--- src/rtl/group_noc_settings.svh ---
// Group NoC settings
// Widths and counts shared by the remote TCDM interface of one group

`ifndef GROUP_NOC_SETTINGS_SVH
`define GROUP_NOC_SETTINGS_SVH

// Tiles per group and index widths
`define NUM_TILES 4
`define TILE_ID_WIDTH 2
`define GROUP_ID_WIDTH 2
`define CORE_ID_WIDTH 4

// Register-file tag carried with each access
`define META_ID_WIDTH 3

`define DATA_WIDTH 32

// Bank row address across the group, and within one tile
`define TGT_ADDR_WIDTH 16
`define TILE_ROW_WIDTH 8

`endif
--- src/rtl/tcdm_pkg.sv ---
// TCDM types on the tile side
// Master and slave request and response structs of the remote ports

`include "group_noc_settings.svh"

package tcdm_pkg;

  // Index and data vectors
  typedef logic [`TILE_ID_WIDTH-1:0]  tile_id_t;
  typedef logic [`GROUP_ID_WIDTH-1:0] group_id_t;
  typedef logic [`CORE_ID_WIDTH-1:0]  core_id_t;
  typedef logic [`META_ID_WIDTH-1:0]  meta_id_t;
  typedef logic [`DATA_WIDTH-1:0]     data_t;
  typedef logic [`DATA_WIDTH/8-1:0]   strb_t;
  typedef logic [3:0]                 amo_t;

  // Group-wide and tile-local bank rows
  typedef logic [`TGT_ADDR_WIDTH-1:0] tgt_addr_t;
  typedef logic [`TILE_ROW_WIDTH-1:0] tile_addr_t;

  // Data word with its tags
  typedef struct packed {
    meta_id_t meta_id;
    core_id_t core_id;
    amo_t     amo;
    data_t    data;
  } tcdm_payload_t;

  typedef struct packed {
    tcdm_payload_t wdata;
    logic          wen;
    strb_t         be;
    group_id_t     tgt_group_id;
    tgt_addr_t     tgt_addr;
  } tcdm_master_req_t;

  typedef struct packed {
    tcdm_payload_t rdata;
  } tcdm_master_resp_t;

  // Slave side keeps who asked, for the way back
  typedef struct packed {
    tcdm_payload_t wdata;
    logic          wen;
    strb_t         be;
    tile_addr_t    tile_addr;
    tile_id_t      ini_addr;
    group_id_t     src_group_id;
  } tcdm_slave_req_t;

  typedef struct packed {
    tcdm_payload_t rdata;
    tile_id_t      ini_addr;
    group_id_t     src_group_id;
  } tcdm_slave_resp_t;

endpackage

--- src/rtl/floo_tcdm_pkg.sv ---
// Flit types on the NoC side
// Request and response flits, each split into payload and routing meta

package floo_tcdm_pkg;

  typedef struct packed {
    tcdm_pkg::amo_t  amo;
    logic            wen;
    tcdm_pkg::strb_t be;
    tcdm_pkg::data_t data;
  } tcdm_req_payload_t;

  // Source IDs come back as the response destination
  typedef struct packed {
    tcdm_pkg::meta_id_t  meta_id;
    tcdm_pkg::core_id_t  core_id;
    tcdm_pkg::tile_id_t  src_tile_id;
    tcdm_pkg::group_id_t src_group_id;
    tcdm_pkg::group_id_t tgt_group_id;
    tcdm_pkg::tgt_addr_t tgt_addr;
  } tcdm_req_meta_t;

  typedef struct packed {
    tcdm_req_payload_t payload;
    tcdm_req_meta_t    meta;
  } tcdm_req_flit_t;

  typedef struct packed {
    tcdm_pkg::amo_t  amo;
    tcdm_pkg::data_t data;
  } tcdm_rsp_payload_t;

  typedef struct packed {
    tcdm_pkg::meta_id_t  meta_id;
    tcdm_pkg::core_id_t  core_id;
    tcdm_pkg::tile_id_t  tile_id;
    tcdm_pkg::group_id_t group_id;
  } tcdm_rsp_meta_t;

  typedef struct packed {
    tcdm_rsp_payload_t payload;
    tcdm_rsp_meta_t    meta;
  } tcdm_rsp_flit_t;

endpackage

--- src/rtl/group_floo_wrapper.sv ---
// Remote TCDM interface of one group
// Per-tile chimneys toward the NoC, crossbars for flits coming in

`timescale 1ns/1ps

`include "group_noc_settings.svh"

module group_floo_wrapper (
  input  logic                                           clk_i,
  input  logic                                           reset_i,
  input  tcdm_pkg::group_id_t                            group_id_i,
  // Tile master ports
  input  tcdm_pkg::tcdm_master_req_t    [`NUM_TILES-1:0] master_req_i,
  input  logic                          [`NUM_TILES-1:0] master_req_valid_i,
  output logic                          [`NUM_TILES-1:0] master_req_ready_o,
  output tcdm_pkg::tcdm_master_resp_t   [`NUM_TILES-1:0] master_resp_o,
  output logic                          [`NUM_TILES-1:0] master_resp_valid_o,
  input  logic                          [`NUM_TILES-1:0] master_resp_ready_i,
  // Tile slave ports
  output tcdm_pkg::tcdm_slave_req_t     [`NUM_TILES-1:0] slave_req_o,
  output logic                          [`NUM_TILES-1:0] slave_req_valid_o,
  input  logic                          [`NUM_TILES-1:0] slave_req_ready_i,
  input  tcdm_pkg::tcdm_slave_resp_t    [`NUM_TILES-1:0] slave_resp_i,
  input  logic                          [`NUM_TILES-1:0] slave_resp_valid_i,
  output logic                          [`NUM_TILES-1:0] slave_resp_ready_o,
  // NoC
  output floo_tcdm_pkg::tcdm_req_flit_t [`NUM_TILES-1:0] floo_req_o,
  output logic                          [`NUM_TILES-1:0] floo_req_valid_o,
  input  logic                          [`NUM_TILES-1:0] floo_req_ready_i,
  input  floo_tcdm_pkg::tcdm_req_flit_t [`NUM_TILES-1:0] floo_req_i,
  input  logic                          [`NUM_TILES-1:0] floo_req_valid_i,
  output logic                          [`NUM_TILES-1:0] floo_req_ready_o,
  output floo_tcdm_pkg::tcdm_rsp_flit_t [`NUM_TILES-1:0] floo_rsp_o,
  output logic                          [`NUM_TILES-1:0] floo_rsp_valid_o,
  input  logic                          [`NUM_TILES-1:0] floo_rsp_ready_i,
  input  floo_tcdm_pkg::tcdm_rsp_flit_t [`NUM_TILES-1:0] floo_rsp_i,
  input  logic                          [`NUM_TILES-1:0] floo_rsp_valid_i,
  output logic                          [`NUM_TILES-1:0] floo_rsp_ready_o
);

  tcdm_pkg::tile_id_t            [`NUM_TILES-1:0] req_sel;
  tcdm_pkg::tile_id_t            [`NUM_TILES-1:0] rsp_sel;
  floo_tcdm_pkg::tcdm_req_flit_t [`NUM_TILES-1:0] req_xbar_data;
  logic                          [`NUM_TILES-1:0] req_xbar_valid;
  logic                          [`NUM_TILES-1:0] req_xbar_ready;
  floo_tcdm_pkg::tcdm_rsp_flit_t [`NUM_TILES-1:0] rsp_xbar_data;
  logic                          [`NUM_TILES-1:0] rsp_xbar_valid;
  logic                          [`NUM_TILES-1:0] rsp_xbar_ready;

  // Target tile sits right above the tile row bits
  for (genvar i = 0; i < `NUM_TILES; i++) begin : gen_sel
    assign req_sel[i] = floo_req_i[i].meta.tgt_addr[`TILE_ROW_WIDTH +: `TILE_ID_WIDTH];
    assign rsp_sel[i] = floo_rsp_i[i].meta.tile_id;
  end

  flit_xbar #(
    .flit_t  (floo_tcdm_pkg::tcdm_req_flit_t)
  ) i_req_xbar (
    .clk_i   (clk_i           ),
    .reset_i (reset_i         ),
    .data_i  (floo_req_i      ),
    .sel_i   (req_sel         ),
    .valid_i (floo_req_valid_i),
    .ready_o (floo_req_ready_o),
    .data_o  (req_xbar_data   ),
    .valid_o (req_xbar_valid  ),
    .ready_i (req_xbar_ready  )
  );

  flit_xbar #(
    .flit_t  (floo_tcdm_pkg::tcdm_rsp_flit_t)
  ) i_rsp_xbar (
    .clk_i   (clk_i           ),
    .reset_i (reset_i         ),
    .data_i  (floo_rsp_i      ),
    .sel_i   (rsp_sel         ),
    .valid_i (floo_rsp_valid_i),
    .ready_o (floo_rsp_ready_o),
    .data_o  (rsp_xbar_data   ),
    .valid_o (rsp_xbar_valid  ),
    .ready_i (rsp_xbar_ready  )
  );

  for (genvar i = 0; i < `NUM_TILES; i++) begin : gen_chimney
    tcdm_chimney #(
      .TileId              (tcdm_pkg::tile_id_t'(i))
    ) i_tcdm_chimney (
      .clk_i               (clk_i                 ),
      .reset_i             (reset_i               ),
      .group_id_i          (group_id_i            ),
      .master_req_i        (master_req_i[i]       ),
      .master_req_valid_i  (master_req_valid_i[i] ),
      .master_req_ready_o  (master_req_ready_o[i] ),
      .master_resp_o       (master_resp_o[i]      ),
      .master_resp_valid_o (master_resp_valid_o[i]),
      .master_resp_ready_i (master_resp_ready_i[i]),
      .slave_req_o         (slave_req_o[i]        ),
      .slave_req_valid_o   (slave_req_valid_o[i]  ),
      .slave_req_ready_i   (slave_req_ready_i[i]  ),
      .slave_resp_i        (slave_resp_i[i]       ),
      .slave_resp_valid_i  (slave_resp_valid_i[i] ),
      .slave_resp_ready_o  (slave_resp_ready_o[i] ),
      .req_flit_o          (floo_req_o[i]         ),
      .req_flit_valid_o    (floo_req_valid_o[i]   ),
      .req_flit_ready_i    (floo_req_ready_i[i]   ),
      .req_flit_i          (req_xbar_data[i]      ),
      .req_flit_valid_i    (req_xbar_valid[i]     ),
      .req_flit_ready_o    (req_xbar_ready[i]     ),
      .rsp_flit_o          (floo_rsp_o[i]         ),
      .rsp_flit_valid_o    (floo_rsp_valid_o[i]   ),
      .rsp_flit_ready_i    (floo_rsp_ready_i[i]   ),
      .rsp_flit_i          (rsp_xbar_data[i]      ),
      .rsp_flit_valid_i    (rsp_xbar_valid[i]     ),
      .rsp_flit_ready_o    (rsp_xbar_ready[i]     )
    );
  end

endmodule

--- src/rtl/tcdm_chimney.sv ---
// TCDM chimney of one tile
// Packs master requests and slave responses into flits, unpacks incoming flits

`timescale 1ns/1ps

`include "group_noc_settings.svh"

module tcdm_chimney #(
  parameter tcdm_pkg::tile_id_t TileId = '0
) (
  input  logic                          clk_i,
  input  logic                          reset_i,
  input  tcdm_pkg::group_id_t           group_id_i,
  // Master side
  input  tcdm_pkg::tcdm_master_req_t    master_req_i,
  input  logic                          master_req_valid_i,
  output logic                          master_req_ready_o,
  output tcdm_pkg::tcdm_master_resp_t   master_resp_o,
  output logic                          master_resp_valid_o,
  input  logic                          master_resp_ready_i,
  // Slave side
  output tcdm_pkg::tcdm_slave_req_t     slave_req_o,
  output logic                          slave_req_valid_o,
  input  logic                          slave_req_ready_i,
  input  tcdm_pkg::tcdm_slave_resp_t    slave_resp_i,
  input  logic                          slave_resp_valid_i,
  output logic                          slave_resp_ready_o,
  // NoC side
  output floo_tcdm_pkg::tcdm_req_flit_t req_flit_o,
  output logic                          req_flit_valid_o,
  input  logic                          req_flit_ready_i,
  input  floo_tcdm_pkg::tcdm_req_flit_t req_flit_i,
  input  logic                          req_flit_valid_i,
  output logic                          req_flit_ready_o,
  output floo_tcdm_pkg::tcdm_rsp_flit_t rsp_flit_o,
  output logic                          rsp_flit_valid_o,
  input  logic                          rsp_flit_ready_i,
  input  floo_tcdm_pkg::tcdm_rsp_flit_t rsp_flit_i,
  input  logic                          rsp_flit_valid_i,
  output logic                          rsp_flit_ready_o
);

  floo_tcdm_pkg::tcdm_req_flit_t req_flit_d;
  floo_tcdm_pkg::tcdm_rsp_flit_t rsp_flit_d;

  // Outgoing request, stamped with our tile and group
  assign req_flit_d = '{
    payload: '{
      amo:  master_req_i.wdata.amo,
      wen:  master_req_i.wen,
      be:   master_req_i.be,
      data: master_req_i.wdata.data
    },
    meta: '{
      meta_id:      master_req_i.wdata.meta_id,
      core_id:      master_req_i.wdata.core_id,
      src_tile_id:  TileId,
      src_group_id: group_id_i,
      tgt_group_id: master_req_i.tgt_group_id,
      tgt_addr:     master_req_i.tgt_addr
    }
  };

  stream_register #(
    .flit_t  (floo_tcdm_pkg::tcdm_req_flit_t)
  ) i_req_register (
    .clk_i   (clk_i             ),
    .reset_i (reset_i           ),
    .data_i  (req_flit_d        ),
    .valid_i (master_req_valid_i),
    .ready_o (master_req_ready_o),
    .data_o  (req_flit_o        ),
    .valid_o (req_flit_valid_o  ),
    .ready_i (req_flit_ready_i  )
  );

  // Response goes back to the requester
  assign rsp_flit_d = '{
    payload: '{
      amo:  slave_resp_i.rdata.amo,
      data: slave_resp_i.rdata.data
    },
    meta: '{
      meta_id:  slave_resp_i.rdata.meta_id,
      core_id:  slave_resp_i.rdata.core_id,
      tile_id:  slave_resp_i.ini_addr,
      group_id: slave_resp_i.src_group_id
    }
  };

  stream_register #(
    .flit_t  (floo_tcdm_pkg::tcdm_rsp_flit_t)
  ) i_rsp_register (
    .clk_i   (clk_i             ),
    .reset_i (reset_i           ),
    .data_i  (rsp_flit_d        ),
    .valid_i (slave_resp_valid_i),
    .ready_o (slave_resp_ready_o),
    .data_o  (rsp_flit_o        ),
    .valid_o (rsp_flit_valid_o  ),
    .ready_i (rsp_flit_ready_i  )
  );

  // Incoming request, group and tile bits dropped from the address
  assign slave_req_o = '{
    wdata: '{
      meta_id: req_flit_i.meta.meta_id,
      core_id: req_flit_i.meta.core_id,
      amo:     req_flit_i.payload.amo,
      data:    req_flit_i.payload.data
    },
    wen:          req_flit_i.payload.wen,
    be:           req_flit_i.payload.be,
    tile_addr:    req_flit_i.meta.tgt_addr[`TILE_ROW_WIDTH-1:0],
    ini_addr:     req_flit_i.meta.src_tile_id,
    src_group_id: req_flit_i.meta.src_group_id
  };
  assign slave_req_valid_o = req_flit_valid_i;
  assign req_flit_ready_o  = slave_req_ready_i;

  // Incoming response
  assign master_resp_o = '{
    rdata: '{
      meta_id: rsp_flit_i.meta.meta_id,
      core_id: rsp_flit_i.meta.core_id,
      amo:     rsp_flit_i.payload.amo,
      data:    rsp_flit_i.payload.data
    }
  };
  assign master_resp_valid_o = rsp_flit_valid_i;
  assign rsp_flit_ready_o    = master_resp_ready_i;

endmodule

--- src/rtl/flit_xbar.sv ---
// Flit crossbar
// Routes each tile input to the output named by sel_i, round-robin per output

`timescale 1ns/1ps

`include "group_noc_settings.svh"

module flit_xbar #(
  parameter type flit_t = logic
) (
  input  logic                                     clk_i,
  input  logic                                     reset_i,
  input  flit_t              [`NUM_TILES-1:0]      data_i,
  input  tcdm_pkg::tile_id_t [`NUM_TILES-1:0]      sel_i,
  input  logic               [`NUM_TILES-1:0]      valid_i,
  output logic               [`NUM_TILES-1:0]      ready_o,
  output flit_t              [`NUM_TILES-1:0]      data_o,
  output logic               [`NUM_TILES-1:0]      valid_o,
  input  logic               [`NUM_TILES-1:0]      ready_i
);

  localparam int unsigned N = `NUM_TILES;

  // req[o][i]: input i wants output o
  logic               [N-1:0][N-1:0] req;
  tcdm_pkg::tile_id_t [N-1:0]        rr_ptr_q;
  logic               [N-1:0]        locked_q;
  tcdm_pkg::tile_id_t [N-1:0]        gnt_idx;
  logic               [N-1:0]        gnt_valid;

  always_comb begin
    for (int unsigned o = 0; o < N; o++) begin
      for (int unsigned i = 0; i < N; i++) begin
        req[o][i] = valid_i[i] && (sel_i[i] == tcdm_pkg::tile_id_t'(o));
      end
    end
  end

  // Arbitration, highest priority at rr_ptr_q
  always_comb begin
    int unsigned idx;
    idx = 0;
    for (int unsigned o = 0; o < N; o++) begin
      gnt_idx[o]   = rr_ptr_q[o];
      gnt_valid[o] = 1'b0;
      if (locked_q[o]) begin
        // Held grant under back-pressure
        gnt_valid[o] = req[o][rr_ptr_q[o]];
      end else begin
        // Walk backwards so the closest to the pointer wins
        for (int k = N - 1; k >= 0; k--) begin
          idx = (int'(rr_ptr_q[o]) + k) % N;
          if (req[o][idx]) begin
            gnt_idx[o]   = tcdm_pkg::tile_id_t'(idx);
            gnt_valid[o] = 1'b1;
          end
        end
      end
    end
  end

  always_comb begin
    for (int unsigned o = 0; o < N; o++) begin
      data_o[o]  = data_i[gnt_idx[o]];
      valid_o[o] = gnt_valid[o];
    end
    for (int unsigned i = 0; i < N; i++) begin
      ready_o[i] = ready_i[sel_i[i]] && gnt_valid[sel_i[i]] &&
                   (gnt_idx[sel_i[i]] == tcdm_pkg::tile_id_t'(i));
    end
  end

  always_ff @(posedge clk_i) begin
    if (reset_i) begin
      rr_ptr_q <= '0;
      locked_q <= '0;
    end else begin
      for (int unsigned o = 0; o < N; o++) begin
        if (valid_o[o] && ready_i[o]) begin
          // Move past the winner
          rr_ptr_q[o] <= tcdm_pkg::tile_id_t'((int'(gnt_idx[o]) + 1) % N);
          locked_q[o] <= 1'b0;
        end else if (valid_o[o]) begin
          rr_ptr_q[o] <= gnt_idx[o];
          locked_q[o] <= 1'b1;
        end
      end
    end
  end

endmodule

--- src/rtl/stream_register.sv ---
// Stream register
// Two-entry valid/ready buffer, registered output, full throughput

`timescale 1ns/1ps

module stream_register #(
  parameter type flit_t = logic
) (
  input  logic  clk_i,
  input  logic  reset_i,
  input  flit_t data_i,
  input  logic  valid_i,
  output logic  ready_o,
  output flit_t data_o,
  output logic  valid_o,
  input  logic  ready_i
);

  flit_t      mem_q [2];
  logic       wr_ptr_q;
  logic       rd_ptr_q;
  logic [1:0] count_q;
  logic       push;
  logic       pop;

  // Ready only looks at the fill level, so no path from ready_i
  assign ready_o = (count_q != 2'd2);
  assign valid_o = (count_q != 2'd0);
  assign data_o  = mem_q[rd_ptr_q];

  assign push = valid_i & ready_o;
  assign pop  = valid_o & ready_i;

  always_ff @(posedge clk_i) begin
    if (reset_i) begin
      wr_ptr_q <= 1'b0;
      rd_ptr_q <= 1'b0;
      count_q  <= 2'd0;
    end else begin
      if (push) wr_ptr_q <= ~wr_ptr_q;
      if (pop)  rd_ptr_q <= ~rd_ptr_q;
      count_q <= count_q + 2'(push) - 2'(pop);
    end
  end

  always_ff @(posedge clk_i) begin
    if (push) mem_q[wr_ptr_q] <= data_i;
  end

endmodule

--- config.mk ---
export PLATFORM = sky130hd
export DESIGN_NAME = group_floo_wrapper
export DESIGN_NICKNAME = d
export VERILOG_FILES = /design/src/rtl/tcdm_pkg.sv /design/src/rtl/floo_tcdm_pkg.sv /design/src/rtl/group_floo_wrapper.sv /design/src/rtl/tcdm_chimney.sv /design/src/rtl/flit_xbar.sv /design/src/rtl/stream_register.sv
export VERILOG_INCLUDE_DIRS = /design/src /design/src/rtl
export SDC_FILE = /design/constraint.sdc
export NUM_CORES = 2
export LEC_CHECK = 0
export BUFFER_PORTS_ARGS = -buffer_cell sky130_fd_sc_hd__buf_2
export CAP_MARGIN = 20
export CORE_AREA = 4 4 731 733
export CTS_CLUSTER_SIZE = 24
export DETAILED_ROUTE_END_ITERATION = 10
export DIE_AREA = 0 0 735 737
export PLACE_DENSITY_LB_ADDON = 0.1
export SYNTH_ARGS = -nofsm -noshare
export SYNTH_HDL_FRONTEND = slang
export SYNTH_SLANG_ARGS = --single-unit
--- constraint.sdc ---
create_clock -name clk_i -period 4.8 [get_ports clk_i]
set_input_delay 0.72 -clock clk_i [delete_from_list [all_inputs] [get_ports clk_i]]
set_output_delay 0.72 -clock clk_i [all_outputs]
set_load 0.01 [all_outputs]
==> results.md <==
Worst setup path:
- The length in cells of the worst reg-to-reg path is 8.
- At the worst endpoint, the required time is 4.08 ns.
- The worst register-to-register path has a setup slack of 1.91 ns.
- The element type at the critical path start is a register.
- The worst setup path endpoint is master_resp_o[16].
- In this run the worst setup path begins at i_rsp_xbar.rr_ptr_q[0]$_SDFFE_PP0P_.
- The endpoint identified for the worst register-to-register timing path is i_rsp_xbar.rr_ptr_q[3]$_SDFFE_PP0P_.
- At the worst endpoint, the arrival time is 3.82 ns.
- The highest net fanout along the worst path is 17.
- The source of the worst register-to-register timing path is i_rsp_xbar.rr_ptr_q[2]$_SDFFE_PP0P_.
- The worst setup path is of the register to output port kind.
- STA classifies the critical path endpoint as an output port.

Timing:
- Based on the critical path, the design can be clocked at up to 220 MHz.
- The shortest clock period the worst path allows after layout is 4.54 ns.
- The number of endpoints with negative hold slack in the final report is 0.
- Setup violations remaining at the end of the flow were counted as 0.
- Setup repair after global routing left no endpoint under its margin.
- The final max-slew violation count is 0.
- The transition time at the pin with the least slew margin is 1.08 ns.
- For the final database, setup skew stands at 0.0708 ns.
- The final worst-path cycle share is 94.7%.
- The final total negative setup slack is 0 ns.
- The relative max-transition margin is 28.3%.

Hold path:
- The min-delay analysis places its worst path in the category primary input to register.

Final layout:
- The share of cells above drive strength 1 is 48.8%.
- The area of all sequential standard cells is 28900 um^2.
- After filler insertion, the fill cell instance count of the layout stands at 59400.
- Measured on the finished design, the core utilization comes to 14.3%.
- The net count of the finished layout is 6730.
- The total area of multi-input combinational cells is 20100 um^2.
- The area growth from synthesis to layout is 50.4%.

Yosys:
- The count of cell types in the netlist is 83.
- The number of enable-type register cells in the synthesized netlist is 920.
- For this run, the number of Yosys warnings is 0.
- For this run, the register share of the synthesized area comes to 57.5%.
- A synthesized cell averages 13.6 um^2.
- For this run, the leading register cell type out of synthesis is sky130_fd_sc_hd__edfxtp_1.
- The cell count after synthesis is 3694.
- The synthesized flop and latch total is 984.
- The post-synthesis instance area is 50300 um^2.
- The share of flip-flops with an asynchronous set or reset after synthesis is 0%.

Power and ir drop:
- The share of total power dissipated in combinational logic is 49.7%.
- In this run, the clock network consumes 23.2% of the power.
- In this run the power density over the cells is 575 nW/um^2.
- Of the total power, registers draw 27.1%.
- The highest ir drop seen on vdd is 0.227 mV.
- The analysis attributes to cell leakage a power of 27.3 nW.
- For this design the total switching power over the nets is 18.9 mW.
- The cell internal power dissipation is 24.6 mW.
- The switching fraction of total power is 43.4%.

CTS:
- In this run, CTS created clock tree buffers numbering 140.
- The latest clock arrival within the worst-skew pair is 0.81 ns.
- The H-tree depth is 4.
- The tree is rooted in a sky130_fd_sc_hd__clkbuf_16.
- The clock tree buffer depth is 4.
- The tree built by TritonCTS fans out to 984 sinks.
- The clock-pin slew reported for the worst setup and hold paths after clock tree synthesis is 0.06 ns.
- The TritonCTS clock tree is done.

Die:
- For this configuration, the core starts out at a cell density of 9.53%.
- The top-level I/O count is 1868.
- The area of the die is 542000 um^2.
- The area of the core is 528000 um^2.
- The width of the die is 735 um.
- Measured along the y axis, the die boundary spans 737 um.
- The row count is 267.

Drt:
- In the routed layout, each cell is associated on average with a via count of 3.32.
- After detailed routing, the number of remaining DRC violations is 0.
- In the final routed layout, each cell accounts on average for 27.2 um.
- In this run the remaining antenna-violating nets after routing total 0.
- The total wire length after detailed routing is 352000 um.
- The final route contains 43000 vias.
- The first TritonRoute pass finished after 5 iterations.
- In this run, the number of DRC markers left after iteration 0 of detailed routing was 2394.

Flow run:
- The max capacitance violation total is 0.

Global route:
- The number of antenna violations at the first check in global routing was 325.
- The global-route wire length before repair is 450000 um.
- The number of global-route vias before repair is 43000.
- Global routing finished with a remaining overflow of 0.
- Entering global routing, the biggest net connects 95 pins.
- Global routing used 12.3% of the available tracks across all layers.

Placed design:
- The HPWL after detailed placement is 287000 um.
- During placement, the flow inserted port buffers numbering 1819.
- The weighted congestion reported at the end of routability-driven placement is 0.951.

Outcome:
- The run finished with clean final reports.
final cells by class:
cell class / count / area share [%]
diodes: 60 / 0.198
clock buffers: 190 / 5.03
clock inverters: 63 / 0.633
inverters: 31 / 0.154
multi-input cells: 2364 / 26.5
flip-flops and latches: 984 / 38.2
well taps: 6994 / 11.6
repair buffers: 2237 / 17.6
through the flow:
stage	hold WS, ns	instances	setup WS, ns	area [um^2]	total power [mW]
floorplan	0.481	3700	0.653	50300	21.7
global placement	0.491	12400	0.149	68800	34.1
detailed placement	0.494	12400	0.152	68800	34.1
CTS	0.000106	12900	0.0327	75500	44.9
global route	0.0257	12900	0.0111	75600	46.2
finish	0.123	12900	0.256	75700	43.5
synth_stat cells, drive strengths merged, types with 6 or more instances:
cell | number | area share, %
edfxtp | 920 | 55
mux2 | 462 | 10
nand2 | 307 | 2.3
a211oi | 239 | 3.6
a21oi | 201 | 2.0
nor2b | 194 | 2.4
clkbuf | 193 | 1.4
mux2i | 189 | 3.8
mux4 | 153 | 6.9
buf | 128 | 1.5
a31oi | 100 | 1.2
nor2 | 87 | 0.65
dfxtp | 64 | 2.5
and3 | 59 | 0.73
and2 | 57 | 0.71
inv | 30 | 0.22
xnor2 | 25 | 0.44
nand3 | 22 | 0.22
o21ai | 21 | 0.21
xor2 | 19 | 0.33
ha | 16 | 0.40
nand3b | 15 | 0.22
nand2b | 11 | 0.14
nor3 | 11 | 0.11
and3b | 10 | 0.17
nor3b | 10 | 0.17
or2 | 10 | 0.12
nand4 | 9 | 0.11
o21a | 8 | 0.12
o22ai | 8 | 0.099
o31ai | 7 | 0.10
a2111oi | 6 | 0.12
a31o | 6 | 0.10
nand4b | 6 | 0.10
o311ai | 6 | 0.12
or3b | 6 | 0.10
logic make-up (layout without fill, tap and decap cells):
| group | count (synthesis) | after routing | share of synthesized area (%) |
|---|---|---|---|
| mux | 804 | 804 | 21.0 |
| compound gates | 661 | 661 | 8.72 |
| fa+ha+maj | 16 | 16 | 0.398 |
| buf+inv | 352 | 2521 | 3.14 |
| xor+xnor | 44 | 44 | 0.766 |
| other cells | 2 | 68 | 0.0149 |
| simple gates | 831 | 831 | 8.54 |
| flops | 984 | 984 | 57.5 |
power groups by stage:
stage / Combinational (mW) / Sequential (mW) / Clock (mW)
finish: 21.6 / 11.8 / 10.1
detailed placement: 22.0 / 12.0 / 0
global route: 23.2 / 12.0 / 11.0
floorplan: 10.4 / 11.4 / 0
global placement: 22.1 / 12.0 / 0
CTS: 22.3 / 11.9 / 10.7
per-layer routing:
| metal | global-route usage (%) | share of wire, % | up-vias |
|---|---|---|---|
| met2 | 19.8 | 45 | 2068 |
| met1 | 15.7 | 43 | 21500 |
| li1 | - | - | 18600 |
| met3 | 4.98 | 10 | 633 |
| met5 | 0 | 0.31 | - |
| met4 | 2.06 | 2.1 | 162 |
repair_timing:
| action | in CTS | in global routing |
|---|---|---|
| hold buffers | 238 | 0 |
| hold endpoints to repair | 466 | 0 |
| setup endpoints to repair | 68 | 0 |
| gates resized for setup | 4 | 0 |
| setup buffers | 7 | 0 |
layout by cell type (no fill, tap or decap), drive strengths merged, types with 7 or more instances in the layout:
master	synthesis	layout
mux2i	189	189
and2	57	57
a21oi	201	201
clkinv	1	45
o31ai	7	7
conb	2	8
nor3	11	11
nor2b	194	194
nand3	22	22
and3	59	59
nor3b	10	10
mux4	153	153
nand2b	11	11
dfxtp	64	64
o21a	8	8
nand4	9	9
and3b	10	10
nand2	307	307
xor2	19	19
a211oi	239	239
nand3b	15	15
buf	128	1999
clkbuf	193	190
dlygate4sd3	0	238
nor2	87	87
edfxtp	920	920
xnor2	25	25
inv	30	38
diode	0	60
mux2	462	462
or2	10	10
o21ai	21	21
o22ai	8	8
ha	16	16
a31oi	100	100
flip-flops by register name, summed over array words and instances, names as in the netlist, named ones only:
signal,count
gen_chimney.i_tcdm_chimney.i_req_register.rd_ptr_q,4
gen_chimney.i_tcdm_chimney.i_rsp_register.rd_ptr_q,4
gen_chimney.i_tcdm_chimney.i_req_register.count_q,8
gen_chimney.i_tcdm_chimney.i_req_register.mem_q,544
gen_chimney.i_tcdm_chimney.i_rsp_register.wr_ptr_q,4
i_rsp_xbar.locked_q,4
i_req_xbar.locked_q,4
gen_chimney.i_tcdm_chimney.i_rsp_register.mem_q,376
gen_chimney.i_tcdm_chimney.i_rsp_register.count_q,8
i_rsp_xbar.rr_ptr_q,8
gen_chimney.i_tcdm_chimney.i_req_register.wr_ptr_q,4
i_req_xbar.rr_ptr_q,8
worst max-delay path, stage by stage (launching register included):
cell,delay (ns)
sky130_fd_sc_hd__dfxtp_2,0.41
sky130_fd_sc_hd__nor4b_1,0.54
sky130_fd_sc_hd__nor2_1,0.10
sky130_fd_sc_hd__a221oi_1,0.34
sky130_fd_sc_hd__o22a_2,0.74
sky130_fd_sc_hd__buf_4,0.33
sky130_fd_sc_hd__mux4_2,0.36
sky130_fd_sc_hd__buf_2,0.17
worst min path at each step:
stage,from,to,slack (ns),cells after the start
6_report,slave_resp_i[97],register,0.12,1
3_3_place_gp,register,register,0.49,2
3_5_place_dp,register,register,0.49,2
5_1_grt,master_req_i[258],register,0.03,1
2_1_floorplan,register,register,0.48,2
4_1_cts,master_req_i[52],register,0.0001,1
(Power assumes the default switching activity.)
